<file path="src/logic/axi_pkg.sv">
package axi_pkg;

    localparam int AXI_ADDR_W = 32;
    localparam int AXI_DATA_W = 128;

    typedef logic [AXI_ADDR_W-1:0] axi_addr_t;
    typedef logic [AXI_DATA_W-1:0] axi_data_t;

    typedef logic [7:0] axi_len_t;
    typedef logic [2:0] axi_size_t;
    typedef logic [1:0] axi_burst_t;

    // one burst covers a whole picture, 192 beats
    localparam axi_len_t   AXI_BURST_LEN  = 8'd191;
    localparam axi_size_t  AXI_SIZE_16B   = 3'b100;
    localparam axi_burst_t AXI_BURST_INCR = 2'b01;

    // ------------------------------
    // address channels
    // ------------------------------
    typedef struct packed {
        axi_addr_t  addr;
        axi_len_t   len;
        axi_size_t  size;
        axi_burst_t burst;
    } axi_ar_t;

    // same field order as ar
    typedef struct packed {
        axi_addr_t  addr;
        axi_len_t   len;
        axi_size_t  size;
        axi_burst_t burst;
    } axi_aw_t;

endpackage

</file>
<file path="src/logic/isp_pkg.sv">
package isp_pkg;

    // ------------------------------
    // pixel data
    // ------------------------------
    localparam int PIXELS_PER_BEAT = 16;

    typedef logic [7:0] pixel_t;

    // pixel 0 sits in the low byte of the beat
    typedef pixel_t [PIXELS_PER_BEAT-1:0] beat_pixels_t;

    typedef enum logic [1:0] {
        RATIO_QUARTER = 2'd0,
        RATIO_HALF    = 2'd1,
        RATIO_UNITY   = 2'd2,
        RATIO_DOUBLE  = 2'd3
    } ratio_e;

    // ------------------------------
    // pictures and results
    // ------------------------------
    localparam int PIC_COUNT = 16;

    typedef logic [3:0] pic_no_t;

    typedef struct packed {
        logic   all_zero;
        pixel_t level;
    } cache_entry_t;

    // dram map, red plane then green then blue
    localparam logic [31:0] PIC_BASE_ADDR   = 32'h0001_0000;
    localparam logic [31:0] PIC_STRIDE      = 32'h0000_0C00;
    localparam int          BEATS_PER_PIC   = 192;
    localparam int          BEATS_PER_PLANE = 64;

    // total is 18 bits, the top byte is the result
    localparam int EXP_TOTAL_W = 18;
    localparam int EXP_SHIFT   = 10;

endpackage

</file>
<file path="src/logic/dram_burst_port.sv">
`timescale 1ns/1ps

module dram_burst_port
    import axi_pkg::*;
    import isp_pkg::*;
(
    input  logic         clk,
    input  logic         rst_n,
    input  logic         xfer_start,
    input  axi_addr_t    xfer_addr,
    input  logic         beat_in_ready,
    input  beat_pixels_t beat_out,
    input  logic         beat_out_valid,
    output logic         beat_in_valid,
    output beat_pixels_t beat_in,
    output logic         beat_out_ready,
    output logic         xfer_done,

    output axi_ar_t      ar,
    output logic         arvalid,
    input  logic         arready,

    input  axi_data_t    rdata,
    input  logic         rlast,
    input  logic         rvalid,
    output logic         rready,

    output axi_aw_t      aw,
    output logic         awvalid,
    input  logic         awready,

    output axi_data_t    wdata,
    output logic         wlast,
    output logic         wvalid,
    input  logic         wready,

    input  logic         bvalid,
    output logic         bready
);

    axi_addr_t                        addr_q;
    logic                             rd_active;
    logic [$clog2(BEATS_PER_PIC)-1:0] wr_cnt;

    always_ff @(posedge clk) begin
        if (xfer_start) begin
            addr_q <= xfer_addr;
        end
    end

    // ------------------------------
    // address channels
    // ------------------------------
    always_ff @(posedge clk or negedge rst_n) begin
        if (!rst_n) begin
            arvalid <= 1'b0;
            awvalid <= 1'b0;
        end else if (xfer_start) begin
            arvalid <= 1'b1;
            awvalid <= 1'b1;
        end else begin
            if (arvalid && arready) arvalid <= 1'b0;
            if (awvalid && awready) awvalid <= 1'b0;
        end
    end

    assign ar = '{addr: addr_q, len: AXI_BURST_LEN, size: AXI_SIZE_16B, burst: AXI_BURST_INCR};
    assign aw = '{addr: addr_q, len: AXI_BURST_LEN, size: AXI_SIZE_16B, burst: AXI_BURST_INCR};

    // ------------------------------
    // read data into the gain buffer
    // ------------------------------
    always_ff @(posedge clk or negedge rst_n) begin
        if (!rst_n) begin
            rd_active <= 1'b0;
        end else if (xfer_start) begin
            rd_active <= 1'b1;
        end else if (rvalid && rready && rlast) begin
            rd_active <= 1'b0;
        end
    end

    // stalls whenever the buffer still holds a beat
    assign rready        = rd_active && beat_in_ready;
    assign beat_in_valid = rvalid && rready;
    assign beat_in       = rdata;

    // ------------------------------
    // write data and response
    // ------------------------------
    assign wvalid         = beat_out_valid;
    assign wdata          = beat_out;
    assign beat_out_ready = wready;
    assign wlast          = (wr_cnt == AXI_BURST_LEN);

    always_ff @(posedge clk or negedge rst_n) begin
        if (!rst_n) begin
            wr_cnt <= '0;
        end else if (xfer_start) begin
            wr_cnt <= '0;
        end else if (wvalid && wready) begin
            wr_cnt <= wr_cnt + 1'b1;
        end
    end

    always_ff @(posedge clk or negedge rst_n) begin
        if (!rst_n) begin
            bready <= 1'b0;
        end else if (wvalid && wready && wlast) begin
            bready <= 1'b1;
        end else if (bvalid && bready) begin
            bready <= 1'b0;
        end
    end

    assign xfer_done = bvalid && bready;

endmodule

</file>
<file path="src/logic/exposure_cache.sv">
`timescale 1ns/1ps

module exposure_cache
    import isp_pkg::*;
(
    input  logic         clk,
    input  logic         rst_n,
    input  pic_no_t      pic_no,
    input  logic         wr,
    input  cache_entry_t wdata,
    output cache_entry_t entry
);

    // level 0 with all_zero clear means not measured yet
    cache_entry_t entries [PIC_COUNT];

    always_ff @(posedge clk or negedge rst_n) begin
        if (!rst_n) begin
            for (int i = 0; i < PIC_COUNT; i++) begin
                entries[i] <= '0;
            end
        end else if (wr) begin
            entries[pic_no] <= wdata;
        end
    end

    assign entry = entries[pic_no];

endmodule

</file>
<file path="src/logic/exposure_meter.sv">
`timescale 1ns/1ps

module exposure_meter
    import isp_pkg::*;
(
    input  logic         clk,
    input  logic         rst_n,
    input  logic         clear,
    input  logic         beat_valid,
    input  beat_pixels_t beat,
    output pixel_t       level,
    output logic         all_zero
);

    logic [EXP_TOTAL_W-1:0]           total;
    logic [EXP_TOTAL_W-1:0]           beat_sum;
    logic [$clog2(BEATS_PER_PIC)-1:0] beat_cnt;
    logic                             sample;
    logic                             green;

    // buffer loads on the fill edge, its contents are read a cycle later
    always_ff @(posedge clk or negedge rst_n) begin
        if (!rst_n) begin
            sample <= 1'b0;
        end else begin
            sample <= beat_valid && !clear;
        end
    end

    // green plane weighs twice red and blue
    assign green = (beat_cnt >= BEATS_PER_PLANE) && (beat_cnt < 2 * BEATS_PER_PLANE);

    always_comb begin
        beat_sum = '0;
        for (int i = 0; i < PIXELS_PER_BEAT; i++) begin
            if (green) begin
                beat_sum = beat_sum + EXP_TOTAL_W'(beat[i] >> 1);
            end else begin
                beat_sum = beat_sum + EXP_TOTAL_W'(beat[i] >> 2);
            end
        end
    end

    // ------------------------------
    // accumulation
    // ------------------------------
    always_ff @(posedge clk or negedge rst_n) begin
        if (!rst_n) begin
            total    <= '0;
            beat_cnt <= '0;
            all_zero <= 1'b1;
        end else if (clear) begin
            total    <= '0;
            beat_cnt <= '0;
            all_zero <= 1'b1;
        end else if (sample) begin
            total    <= total + beat_sum;
            beat_cnt <= beat_cnt + 1'b1;
            all_zero <= all_zero && (beat == '0);
        end
    end

    assign level = total[EXP_SHIFT +: 8];

endmodule

</file>
<file path="src/logic/isp_ctrl.sv">
`timescale 1ns/1ps

module isp_ctrl
    import axi_pkg::*;
    import isp_pkg::*;
(
    input  logic         clk,
    input  logic         rst_n,
    input  logic         in_valid,
    input  pic_no_t      in_pic_no,
    input  ratio_e       in_ratio_mode,
    input  cache_entry_t entry,
    input  logic         xfer_done,
    input  pixel_t       exp_level,
    input  logic         exp_all_zero,
    output pic_no_t      pic_no,
    output ratio_e       ratio,
    output logic         xfer_start,
    output axi_addr_t    xfer_addr,
    output logic         meter_clear,
    output logic         cache_wr,
    output cache_entry_t cache_wdata,
    output logic         out_valid,
    output pixel_t       out_data
);

    typedef enum logic [1:0] {
        ST_IDLE,
        ST_LOOKUP,
        ST_XFER,
        ST_RESPOND
    } state_e;

    state_e state;
    state_e state_next;
    logic   hit;
    pixel_t hit_data;

    // request capture
    always_ff @(posedge clk) begin
        if (in_valid && state == ST_IDLE) begin
            pic_no <= in_pic_no;
            ratio  <= in_ratio_mode;
        end
    end

    // ------------------------------
    // cache decision
    // ------------------------------
    always_comb begin
        hit      = 1'b0;
        hit_data = '0;
        if (entry.all_zero) begin
            hit = 1'b1;
        end else if (ratio == RATIO_UNITY && entry.level != '0) begin
            hit      = 1'b1;
            hit_data = entry.level;
        end
    end

    always_comb begin
        state_next = state;
        case (state)
            ST_IDLE:    if (in_valid) state_next = ST_LOOKUP;
            ST_LOOKUP:  state_next = hit ? ST_RESPOND : ST_XFER;
            ST_XFER:    if (xfer_done) state_next = ST_RESPOND;
            ST_RESPOND: state_next = ST_IDLE;
            default:    state_next = ST_IDLE;
        endcase
    end

    always_ff @(posedge clk or negedge rst_n) begin
        if (!rst_n) begin
            state <= ST_IDLE;
        end else begin
            state <= state_next;
        end
    end

    // miss path
    assign xfer_start  = (state == ST_LOOKUP) && !hit;
    assign meter_clear = xfer_start;
    assign xfer_addr   = PIC_BASE_ADDR + axi_addr_t'(pic_no) * PIC_STRIDE;

    assign cache_wr    = (state == ST_XFER) && xfer_done;
    assign cache_wdata = '{all_zero: exp_all_zero, level: exp_level};

    // ------------------------------
    // response
    // ------------------------------
    always_ff @(posedge clk) begin
        if (state == ST_LOOKUP && hit) begin
            out_data <= hit_data;
        end else if (cache_wr) begin
            out_data <= exp_level;
        end
    end

    assign out_valid = (state == ST_RESPOND);

endmodule

</file>
<file path="src/logic/isp_top.sv">
`timescale 1ns/1ps

module isp_top
    import axi_pkg::*;
    import isp_pkg::*;
(
    input  logic      clk,
    input  logic      rst_n,
    input  logic      in_valid,
    input  pic_no_t   in_pic_no,
    input  ratio_e    in_ratio_mode,
    output logic      out_valid,
    output pixel_t    out_data,

    output axi_ar_t   ar,
    output logic      arvalid,
    input  logic      arready,

    input  axi_data_t rdata,
    input  logic      rlast,
    input  logic      rvalid,
    output logic      rready,

    output axi_aw_t   aw,
    output logic      awvalid,
    input  logic      awready,

    output axi_data_t wdata,
    output logic      wlast,
    output logic      wvalid,
    input  logic      wready,

    input  logic      bvalid,
    output logic      bready
);

    pic_no_t      pic_no;
    ratio_e       ratio;
    cache_entry_t entry;
    cache_entry_t cache_wdata;
    logic         cache_wr;
    logic         xfer_start;
    axi_addr_t    xfer_addr;
    logic         xfer_done;
    logic         meter_clear;
    pixel_t       exp_level;
    logic         exp_all_zero;

    logic         beat_in_valid;
    logic         beat_in_ready;
    beat_pixels_t beat_in;
    beat_pixels_t beat_out;
    logic         beat_out_valid;
    logic         beat_out_ready;

    isp_ctrl isp_ctrl_i (
        .clk          (clk),
        .rst_n        (rst_n),
        .in_valid     (in_valid),
        .in_pic_no    (in_pic_no),
        .in_ratio_mode(in_ratio_mode),
        .entry        (entry),
        .xfer_done    (xfer_done),
        .exp_level    (exp_level),
        .exp_all_zero (exp_all_zero),
        .pic_no       (pic_no),
        .ratio        (ratio),
        .xfer_start   (xfer_start),
        .xfer_addr    (xfer_addr),
        .meter_clear  (meter_clear),
        .cache_wr     (cache_wr),
        .cache_wdata  (cache_wdata),
        .out_valid    (out_valid),
        .out_data     (out_data)
    );

    dram_burst_port dram_burst_port_i (
        .clk           (clk),
        .rst_n         (rst_n),
        .xfer_start    (xfer_start),
        .xfer_addr     (xfer_addr),
        .beat_in_ready (beat_in_ready),
        .beat_out      (beat_out),
        .beat_out_valid(beat_out_valid),
        .beat_in_valid (beat_in_valid),
        .beat_in       (beat_in),
        .beat_out_ready(beat_out_ready),
        .xfer_done     (xfer_done),
        .ar            (ar),
        .arvalid       (arvalid),
        .arready       (arready),
        .rdata         (rdata),
        .rlast         (rlast),
        .rvalid        (rvalid),
        .rready        (rready),
        .aw            (aw),
        .awvalid       (awvalid),
        .awready       (awready),
        .wdata         (wdata),
        .wlast         (wlast),
        .wvalid        (wvalid),
        .wready        (wready),
        .bvalid        (bvalid),
        .bready        (bready)
    );

    pixel_gain pixel_gain_i (
        .clk           (clk),
        .rst_n         (rst_n),
        .ratio         (ratio),
        .beat_in_valid (beat_in_valid),
        .beat_in       (beat_in),
        .beat_out_ready(beat_out_ready),
        .beat_in_ready (beat_in_ready),
        .beat_out      (beat_out),
        .beat_out_valid(beat_out_valid)
    );

    // meter watches the buffer fill and reads the buffered beat
    exposure_meter exposure_meter_i (
        .clk       (clk),
        .rst_n     (rst_n),
        .clear     (meter_clear),
        .beat_valid(beat_in_valid),
        .beat      (beat_out),
        .level     (exp_level),
        .all_zero  (exp_all_zero)
    );

    exposure_cache exposure_cache_i (
        .clk   (clk),
        .rst_n (rst_n),
        .pic_no(pic_no),
        .wr    (cache_wr),
        .wdata (cache_wdata),
        .entry (entry)
    );

endmodule

</file>
<file path="src/logic/pixel_gain.sv">
`timescale 1ns/1ps

module pixel_gain
    import isp_pkg::*;
(
    input  logic         clk,
    input  logic         rst_n,
    input  ratio_e       ratio,
    input  logic         beat_in_valid,
    input  beat_pixels_t beat_in,
    input  logic         beat_out_ready,
    output logic         beat_in_ready,
    output beat_pixels_t beat_out,
    output logic         beat_out_valid
);

    beat_pixels_t scaled;
    logic         full;

    function automatic pixel_t scale_pixel(pixel_t p, ratio_e r);
        case (r)
            RATIO_QUARTER: return p >> 2;
            RATIO_HALF:    return p >> 1;
            // double saturates once the top bit is set
            RATIO_DOUBLE:  return p[7] ? 8'hFF : pixel_t'(p << 1);
            default:       return p;
        endcase
    endfunction

    always_comb begin
        for (int i = 0; i < PIXELS_PER_BEAT; i++) begin
            scaled[i] = scale_pixel(beat_in[i], ratio);
        end
    end

    // one-beat buffer
    always_ff @(posedge clk or negedge rst_n) begin
        if (!rst_n) begin
            full <= 1'b0;
        end else if (beat_in_valid) begin
            full <= 1'b1;
        end else if (beat_out_valid && beat_out_ready) begin
            full <= 1'b0;
        end
    end

    always_ff @(posedge clk) begin
        if (beat_in_valid) begin
            beat_out <= scaled;
        end
    end

    assign beat_in_ready  = !full;
    assign beat_out_valid = full;

endmodule

</file>
<file path="config.mk">
export PLATFORM = sky130hd
export DESIGN_NAME = isp_top
export DESIGN_NICKNAME = d
export VERILOG_FILES = /design/src/logic/axi_pkg.sv /design/src/logic/isp_pkg.sv /design/src/logic/dram_burst_port.sv /design/src/logic/exposure_cache.sv /design/src/logic/exposure_meter.sv /design/src/logic/isp_ctrl.sv /design/src/logic/isp_top.sv /design/src/logic/pixel_gain.sv
export SDC_FILE = /design/constraint.sdc
export NUM_CORES = 1
export LEC_CHECK = 0
export BUFFER_PORTS_ARGS = -buffer_cell sky130_fd_sc_hd__buf_2
export CAP_MARGIN = 15
export CORE_MARGIN = 4
export CORE_UTILIZATION = 54
export CTS_CLUSTER_SIZE = 40
export DETAILED_ROUTE_END_ITERATION = 16
export PLACE_DENSITY = 0.79
export SLEW_MARGIN = 40
export SYNTH_ARGS = -nofsm -noshare
export SYNTH_HDL_FRONTEND = slang
export SYNTH_HIERARCHICAL = 1
export SYNTH_SLANG_ARGS = --single-unit
</file>
<file path="constraint.sdc">
create_clock -name clk -period 13.6 [get_ports clk]
set_input_delay 2.04 -clock clk [delete_from_list [all_inputs] [get_ports clk]]
set_output_delay 2.04 -clock clk [all_outputs]
set_load 0.005 [all_outputs]
</file>
* Yosys cells after proc, flatten, opt, wreduce, memory -nomap -nowiden
Index checks and enable logic that the tools add are counted.
** Word-level totals
- Output and inout port bits :: 233
- Input port bits :: 143
- Word-level logic and storage cells :: 227
- Register bits after elaboration :: 361
** Operators by class
- Add/sub/neg operators :: 34
- Bitwise logic cells :: 1
- Reductions and logical operators :: 33
- Magnitude comparators :: 4
- Equality and inequality tests :: 9
- Multiply operators :: 1
- Mux-type cells :: 82
** Operators with widths (number)
- 8-bit case mux with 3 select lines :: 16
- 18-bit 2-to-1 mux :: 17
- 18-bit by 6-bit adder with 18-bit output :: 14
- 18-bit by 7-bit adder with 18-bit output :: 14
- 8-bit 2-to-1 mux :: 24
- 144-bit bitwise mux :: 1
- 128-bit logical NOT :: 1
- 9-bit binary-select mux with 4-bit select :: 1
- 9-bit demux with 4-bit select :: 1
- 9-bit 2-to-1 mux :: 3
- 17-bit by 16-bit adder with 18-bit output (first input constant) :: 1
- 18-bit adder :: 1
- 1-bit logical AND :: 17
- 8-bit by 1-bit adder with 8-bit output (second input constant) :: 2
- 2-bit nonzero test :: 8
- 1-bit 2-to-1 mux :: 15
- 7-bit by 6-bit adder with 8-bit output :: 1
- 7-bit by 7-bit adder with 8-bit output :: 1
- 2-bit equality test (second input constant) :: 4
- 8-bit equality test (second input constant) :: 1
- 8-bit by 7-bit greater-or-equal comparator with 1-bit output (second input constant) :: 1
- 8-bit < comparator (second input constant) :: 1
- 2-bit case mux with 4 select lines :: 1
- 8-bit nonzero test :: 1
- other kinds (12) :: 17

* Longest topological paths before layout
Gate-level depths: netlist of the first run.
- Word-level depth :: 36
- Mapped depth :: 65

* By module
Netlist of the first run, hierarchy kept.
** Modules (own cells, without submodules)
- exposure_meter :: instances 1, cells an instance 1056, seq. area each 701.9 sq um, area an instance 8737.1 sq um
- pixel_gain :: instances 1, cells an instance 590, seq. area each 3868.7 sq um, area an instance 7288.2 sq um
- exposure_cache :: instances 1, cells an instance 408, seq. area each 3603.5 sq um, area an instance 6650.1 sq um
- dram_burst_port :: instances 1, cells an instance 408, seq. area each 1261.2 sq um, area an instance 3908.7 sq um
- isp_ctrl :: instances 1, cells an instance 103, seq. area each 470.5 sq um, area an instance 1191.1 sq um

* Least setup slack after synthesis of the first run
Ideal clock, no wire load.
- Path kind :: reg-to-reg
- Start point :: register exposure_meter_i.beat_cnt[6]
- End point :: register exposure_meter_i.total[16]
- Slack :: 790 ps
- Stages on the path, launching flop included :: 60
- Data arrival time :: 12675 ps
- Library setup time :: 135 ps
- Buffers on the path :: 2
- Required time :: 13465 ps
- Cells stage by stage :: dfrtp_1 nor2b_1 clkbuf_1 clkbuf_1 mux2_2 ha_1 fa_1 fa_1 fa_1 inv_1 fa_1 nor2b_1 o21ai_0 a21boi_1 a21oi_1 ha_1 o21a_1 o31a_1 (+24 left out) xor2_1 ha_1 xor2_1 ha_1 inv_1 a21oi_1 o21ai_0 a21boi_0 o21ai_0 a21boi_0 o21ai_0 a21boi_0 o21ai_0 nand2b_1 a21o_1 a21oi_1 xor2_1 o31ai_1
** Between the ends
- Cells in the longest elaborated chain, start to end :: 36
- Elaborated cells between the ends (all ways) :: 52
** RTL lines
- start, declared :: RTL line exposure_meter.sv:17 : logic [$clog2(BEATS_PER_PIC)-1:0] beat_cnt;
- start signal, assigned :: RTL line exposure_meter.sv:58 : beat_cnt <= beat_cnt + 1'b1;
- 8-bit by 7-bit greater-or-equal comparator with 1-bit output or 8-bit < comparator (tied branches) :: RTL line exposure_meter.sv:31 : assign green = (beat_cnt >= BEATS_PER_PLANE) && (beat_cnt < 2 * BEATS_PER_PLANE);
- 1-bit logical AND (*) :: RTL line exposure_meter.sv:31
- 7-bit 2-to-1 mux :: RTL line exposure_meter.sv:36 : if (green) begin
- 7-bit by 6-bit adder with 8-bit output or 7-bit by 7-bit adder with 8-bit output (tied branches) :: RTL line exposure_meter.sv:39, exposure_meter.sv:37
- 18-bit 2-to-1 mux :: RTL line exposure_meter.sv:36
- 18-bit by 6-bit adder with 18-bit output or 18-bit by 7-bit adder with 18-bit output (tied branches) :: RTL line exposure_meter.sv:39, exposure_meter.sv:37
- 18-bit 2-to-1 mux :: RTL line exposure_meter.sv:36
- 18-bit by 6-bit adder with 18-bit output or 18-bit by 7-bit adder with 18-bit output (tied branches) :: RTL line exposure_meter.sv:39, exposure_meter.sv:37
- (+20 left out)
- 18-bit 2-to-1 mux :: RTL line exposure_meter.sv:36
- 18-bit by 6-bit adder with 18-bit output or 18-bit by 7-bit adder with 18-bit output (tied branches) :: RTL line exposure_meter.sv:39, exposure_meter.sv:37
- 18-bit 2-to-1 mux :: RTL line exposure_meter.sv:36
- 18-bit by 6-bit adder with 18-bit output or 18-bit by 7-bit adder with 18-bit output (tied branches) :: RTL line exposure_meter.sv:39, exposure_meter.sv:37
- 18-bit 2-to-1 mux (*) :: RTL line exposure_meter.sv:36
- 18-bit adder (*) :: RTL line exposure_meter.sv:57 : total <= total + beat_sum;
- 18-bit 2-to-1 mux (*) :: RTL line exposure_meter.sv:56 : end else if (sample) begin
- 18-bit 2-to-1 mux (*) :: RTL line exposure_meter.sv:52 : end else if (clear) begin
- end signal, assigned :: RTL line exposure_meter.sv:57
- end, declared :: RTL line exposure_meter.sv:15 : logic [EXP_TOTAL_W-1:0] total;
Mark *: on every way between the ends. The rest lies on a longest branch, timed or not. The select of a mux whose other input is x is not followed.
A chain may end at the register's enable or synchronous reset.

* Worst setup path after layout of the first run
- Start point :: register exposure_meter_i.beat_cnt[7]
- End point :: register exposure_meter_i.total[16]
The elaborated chain is that of the path after synthesis.

==> results by group, run 1 <==
Min path
  • Hold WC Path Type: flip-flop to flip-flop
  • Hold Path Origin: dram_burst_port_i/awvalid
  • Min-Delay Path Depth: 1
  • WHS Endpoint: dram_burst_port_i/awvalid

Critical path
  • CP max stage cell: fa_1
  • Worst Path Buf+Inv: 3
  • Worst path required time: 14.04 ns
  • RR Startpoint: exposure_meter_i/beat_cnt[7]
  • Cell mode on critical path: ha_1
  • Setup crit start kind: flip-flop
  • Critical Path End Type: flip-flop
  • R2r setup slk: 0.84 ns
  • Crit path largest cell delay: 0.61 ns
  • WP data arrival: 13.20 ns
  • Crit path max-delay family: adder cells
  • Worst reg-to-reg path cell count: 57
  • Critical path class: flip-flop to flip-flop
  • RR Endpoint: exposure_meter_i/total[16]
  • Crit-path max FO: 20

Cells and area
  • Area Overhead vs Synth: 3.78%
  • Commonest non-fill, non-tap cell in the layout: buf_2
  • Most frequent cells in the layout: 348 x buf_2, 243 x mux2_2, 186 x dfrtp_1, 174 x edfxtp_1, 134 x ha_1
  • Fraction of layout cells with a size suffix above 1: 0.312
  • Nets: 2843
  • Number of fillers in the final layout: 4150

Global routing
  • GR Util All Layers: 0.230
  • Total gr overflow: 0
  • Vias in the first global route: 19.2k
  • Initial antenna violation count: 6
  • First-pass GRT wire length: 104 mm
  • Largest net degree at the start of global routing: 110

Timing
  • Slew Limit Headroom: 0.443
  • Final Skew: 0.0212 ns
  • Tcrit/Tclk final: 0.938
  • Final worst path period need: 12.76 ns
  • Slew Viols, Final: 0
  • Count of final hold-check violations: 0
  • Fmax: 78.4 MHz
  • Worst setup margin: 0.838 ns
  • Setup violations, final: 0
  • Worst slew pin tran: 0.835 ns

Route
  • Detail Route Antenna Nets: 0
  • TritonRoute pass-1 iters: 8
  • Routed wire length: 66.1 mm
  • Routed vias: 19.4k
  • DRC: 0
  • Iteration-0 DRC Markers: 1407
  • Detail-routed net length per standard cell: 20.3 um
  • Vias/cell: 5.95

Floorplanning
  • Die height: 235 um
  • Starting Density: 0.550
  • Die area: 55100 um2
  • Placeable Area: 50500 um2
  • Site Rows: 82
  • # IOs: 376
  • DIE WIDTH: 235 um

Yosys
  • Seq/Total Area, Yosys: 0.357
  • Mapped cell area: 27800 um2
  • Primary FF master, synth: dfrtp_1
  • Synth Area per Inst: 10.8 um2
  • FFs w/ async S/R, synth: 0.518
  • Number of synthesized flops with an enable pin: 174
  • Ys Warns: 6
  • #FFs+latches synth: 361
  • Synth Instances: 2565
  • Post-synth cell types: 113

CTS
  • Reg clk slew, reported paths: 0.06 ns
  • H-tree depth: 2
  • Later-pin clock latency in the skew report: 0.59 ns
  • Clock buffer depth: 3
  • Clock buffer count from CTS: 42
  • Total clock sinks: 361
  • CTS tree: built
  • Hold buffers post-CTS: 0
  • Root buf cell: clkbuf_16

Placed design
  • Pre-CTS setup slack: 0.196 ns
  • IO Port Bufs: 349
  • Gpl congestion: 0.916
  • Hpwl dp: 49.2 mm

Status
  • Status: finished, final reports clean

Job
  • Max Cap Viol: 0
timing repair:
action | 4_1_cts | 5_1_grt
buffers inserted | 0 | 5
resized for setup | 0 | 28
endpoints found under the hold margin | 0 | 0
endpoints found under the setup margin | 0 | 8
how the worst max path moves through the flow:
stage	cells after the start	slack, ns	to	startpoint
after floorplan	59	0.79	exposure_meter_i/total[16]	exposure_meter_i/beat_cnt[6]
after global routing	59	-0.05	exposure_meter_i/total[15]	exposure_meter_i/beat_cnt[6]
final	57	0.84	exposure_meter_i/total[16]	exposure_meter_i/beat_cnt[7]
after detailed placement	62	0.20	exposure_meter_i/total[16]	exposure_meter_i/beat_cnt[7]
after CTS	62	0.15	exposure_meter_i/total[16]	exposure_meter_i/beat_cnt[7]
after global placement	62	0.70	exposure_meter_i/total[16]	exposure_meter_i/beat_cnt[7]
per-stage QoR:
step	hold slack, ns	setup TNS [ns]	std cells	cell area, um2	util
floorplan	0.453	0	2615	28000	-
global placement	0.463	0	3171	27300	0.541
detailed placement	0.468	0	3172	27400	0.542
CTS	0.481	0	3248	28700	0.569
global route	0.513	-0.132	3255	28800	0.571
finish	0.476	0	3255	28800	0.571
Yosys cell counts, drive strengths merged (15+ instances only):
cell,number,area share
mux4,52,0.042
o21ai,131,0.024
nor3,22,0.0048
nand3,20,0.0041
xnor2,83,0.029
o21a,21,0.0058
fa,17,0.012
ha,134,0.060
buf,408,0.11
nor2b,29,0.0065
o2bb2ai,15,0.0047
clkbuf,73,0.0099
mux2i,86,0.031
a21o,34,0.0093
dfrtp,186,0.17
a21oi,108,0.020
nor3b,90,0.025
nor4,38,0.0099
xor2,42,0.014
o22ai,66,0.015
a22oi,18,0.0049
nor2,109,0.015
nand2,54,0.0078
edfxtp,174,0.19
o21bai,22,0.0065
and2,27,0.0062
mux2,247,0.10
inv,92,0.012
nand4,19,0.0047
metal layers:
layer | wire (um) | up-vias | GRT usage | share of wire
met5 | 12 | - | 0 | 0.00018
met4 | 2440 | 2 | 0.0850 | 0.037
met3 | 4760 | 147 | 0.0454 | 0.072
met2 | 32200 | 767 | 0.391 | 0.49
met1 | 26700 | 9483 | 0.292 | 0.40
li1 | - | 8974 | - | -
worst reg2reg max path: cells and delay by family, from the launching register on:
| kind | cells | cell delay [ns] |
|---|---|---|
| mux | 1 | 0.38 |
| fa+ha+maj | 16 | 5.93 |
| xor+xnor | 9 | 1.50 |
| simple gates | 7 | 0.97 |
| flops | 1 | 0.41 |
| buf+inv | 3 | 0.35 |
| compound gates | 21 | 3.08 |
state kept, by name (all words and copies together), names as in the netlist:
name,cells
dram_burst_port_i/bready,1
dram_burst_port_i/wr_cnt,8
isp_ctrl_i/pic_no,4
dram_burst_port_i/addr_q,32
isp_ctrl_i/out_data,8
pixel_gain_i/beat_out,128
exposure_meter_i/sample,1
dram_burst_port_i/arvalid,1
exposure_meter_i/beat_cnt,8
pixel_gain_i/beat_out_valid,1
exposure_meter_i/all_zero,1
exposure_cache_i/entries,144
exposure_meter_i/total,18
dram_burst_port_i/awvalid,1
isp_ctrl_i/state,2
isp_ctrl_i/ratio,2
dram_burst_port_i/rd_active,1
kinds of logic after synthesis:
logic type / after synthesis / synth area share
buffers and inverters: 574 / 0.133
DFF: 361 / 0.357
muxes: 385 / 0.173
and+or+nand+nor: 450 / 0.0954
xor gates and xnor gates: 129 / 0.0462
AOI/OAI and AO/OA: 510 / 0.122
other: 5 / 0.000676
adders and majority gates: 151 / 0.0726
area by class of cell:
| cell class | instances | area [um2] | area share |
|---|---|---|---|
| sequential | 361 | 9910 | 0.344 |
| inverter | 93 | 349 | 0.0121 |
| clock inverter | 15 | 161 | 0.00560 |
| multi-input combinational | 1680 | 14400 | 0.501 |
| clock buffer | 61 | 1170 | 0.0407 |
| tap | 672 | 841 | 0.0292 |
| antenna | 2 | 5.00 | 0.000174 |
| timing repair buffer | 371 | 1960 | 0.0680 |
Power of run 1 is not shown: default switching activity piles up to over one toggle a cycle in this logic, so the estimate is an artifact.
==> inputs of run 2 (changes only) <==
MAX_ROUTING_LAYER = met4   (was default)
==> results by group, run 2 (synthesis results as in run 1) <==
Global routing
  • GR Util All Layers: 0.236 (+0.00674)
  • Largest net degree at the start of global routing: 183 (+66%)
  • Initial antenna violation count: 3 (-3)
  • Total gr overflow: 0 (unchanged)
  • First-pass GRT wire length: 104 mm (-0.65%)
  • Vias in the first global route: 18.9k (-1.6%)

Cells and area
  • Util after Layout: 0.570 (-0.00126)
  • Max FFs per register: 144 (unchanged)
  • Largest registers: exposure_cache_i/entries: 144 flops, pixel_gain_i/beat_out: 128 flops, dram_burst_port_i/addr_q: 32 flops
  • Fraction of layout cells with a size suffix above 1: 0.307 (-0.00483)
  • Biggest register: exposure_cache_i/entries
  • Nets: 2839 (-0.14%)
  • Area Overhead vs Synth: 3.55%
  • Most frequent cells in the layout: 348 x buf_2, 243 x mux2_2, 186 x dfrtp_1, 174 x edfxtp_1, 134 x ha_1
  • Commonest non-fill, non-tap cell in the layout: buf_2

Placed design
  • Hpwl dp: 49.2 mm (about the same)
  • IO Port Bufs: 349 (unchanged)
  • Gpl congestion: 0.923 (+0.72%)

CTS
  • Clock buffer count from CTS: 41 (-2.4%)
  • Later-pin clock latency in the skew report: 0.58 ns (about the same)
  • H-tree depth: 2 (unchanged)
  • Total clock sinks: 361 (unchanged)
  • Clock buffer depth: 3 (unchanged)
  • Root buf cell: clkbuf_16
  • Reg clk slew, reported paths: 0.06 ns (about the same)
  • CTS tree: built

Timing
  • Count of final hold-check violations: 0 (unchanged)
  • Final worst path period need: 12.75 ns (-0.0101 ns)
  • Worst slew pin tran: 0.830 ns (-0.00499 ns)
  • Slew Viols, Final: 0 (unchanged)
  • Setup violations, final: 0 (unchanged)
  • Final Skew: 0.0282 ns (+0.00696 ns)
  • Fmax: 78.4 MHz (about the same)
  • Slew Limit Headroom: 0.446 (+0.00333)
  • Tcrit/Tclk final: 0.938 (about the same)

Critical path
  • Worst path required time: 14.05 ns (about the same)
  • RR Endpoint: exposure_meter_i/total[17]
  • Crit-path max FO: 5 (-75%)
  • Crit path largest cell delay: 0.57 ns (-0.04 ns)
  • Cell mode on critical path: ha_1
  • R2r setup slk: 0.85 ns (about the same)
  • WP data arrival: 13.20 ns (about the same)
  • Critical Path End Type: flip-flop
  • CP max stage cell: fa_1
  • RR Startpoint: exposure_meter_i/beat_cnt[6]
  • Critical path class: flip-flop to flip-flop
  • Setup crit start kind: flip-flop
  • Worst reg-to-reg path cell count: 57 (unchanged)

Status
  • Status: finished, final reports clean

Min path
  • Hold Path Origin: dram_burst_port_i/awvalid
  • WHS Endpoint: dram_burst_port_i/awvalid
  • Min-Delay Path Depth: 1 (unchanged)
  • Hold WC Path Type: flip-flop to flip-flop

Floorplanning
  • DIE WIDTH: 235 um (unchanged)
  • Die height: 235 um (unchanged)
  • Site Rows: 82 (unchanged)
  • Placeable Area: 50500 um2 (unchanged)
  • Die area: 55100 um2 (unchanged)
  • # IOs: 376 (unchanged)
  • Starting Density: 0.550 (unchanged)

Route
  • Iteration-0 DRC Markers: 1565 (+11%)
  • DRC: 0 (unchanged)
  • Vias/cell: 5.95 (about the same)
  • Detail Route Antenna Nets: 0 (unchanged)
  • Routed wire length: 66.8 mm (+1.0%)
  • Detail-routed net length per standard cell: 20.6 um (+1.1%)
  • TritonRoute pass-1 iters: 5 (-3)
  • Routed vias: 19.4k (-0.077%)

Job
  • Max Cap Viol: 0 (unchanged)
==> run 2: cell count changes in the layout (fill, tap and decap cells not counted), sizes merged <==
cell,previous run,this run
buf,371,367
bufinv,1,2
clkbuf,61,55
clkinv,10,14
diode,2,3
==> run 2: how the worst max path moves through the flow <==
stage,startpoint,to,slack [ns],depth (start not counted)
6_report,exposure_meter_i/beat_cnt[6],exposure_meter_i/total[17],0.85,57
3_5_place_dp,exposure_meter_i/beat_cnt[7],exposure_meter_i/total[16],0.39,62
4_1_cts,exposure_meter_i/beat_cnt[7],exposure_meter_i/total[16],0.34,62
2_1_floorplan,exposure_meter_i/beat_cnt[6],exposure_meter_i/total[16],0.79,59
3_3_place_gp,exposure_meter_i/beat_cnt[7],exposure_meter_i/total[16],0.77,62
5_1_grt,exposure_meter_i/beat_cnt[7],exposure_meter_i/total[16],-0.004,64
==> run 2: through the flow <==
step	std cells	hold WS [ns]	setup slack (ns)	area (um2)	setup TNS [ns]
2_1_floorplan	2615	0.453	0.790	28000	0
3_5_place_dp	3170	0.468	0.389	27400	0
5_1_grt	3250	0.511	-0.00416	28800	-0.00416
4_1_cts	3244	0.481	0.340	28600	0
6_report	3251	0.475	0.848	28800	0
3_3_place_gp	3169	0.463	0.767	27300	0
==> run 2: what timing repair did <==
action / in CTS / in global routing
buffers inserted: 0 / 2
endpoints found under the setup margin: 0 / 6
gates resized for setup: 0 / 20
hold buffers: 0 / 0
==> run 2: per-layer routing <==
| layer | routed length, um | GRT usage |
|---|---|---|
| met5 | 0 | - |
| met4 | 1670 | 0.0632 |
| met2 | 33000 | 0.394 |
| met3 | 4840 | 0.0444 |
| met1 | 27300 | 0.299 |
==> run 2: final cells by class <==
cell class / count / area (um2)
Fill cell: 4149 / 21700
Multi-Input combinational cell: 1680 / 14400
Sequential cell: 361 / 9910
Timing Repair Buffer: 368 / 1980
Clock buffer: 54 / 1070
Tap cell: 672 / 841
Inverter: 93 / 349
Clock inverter: 20 / 196
Antenna cell: 3 / 7.51
==> run 2: worst max-delay path, delay by kind of cell, from the launching register on <==
kind / cells / cell delay, ns
flops: 1 / 0.38
simple gates: 7 / 0.74
xor+xnor: 7 / 1.15
compound gates: 22 / 3.79
buf+inv: 3 / 0.21
fa+ha+maj: 17 / 6.00
mux: 1 / 0.36
Power of run 2 is left out for the same reason.
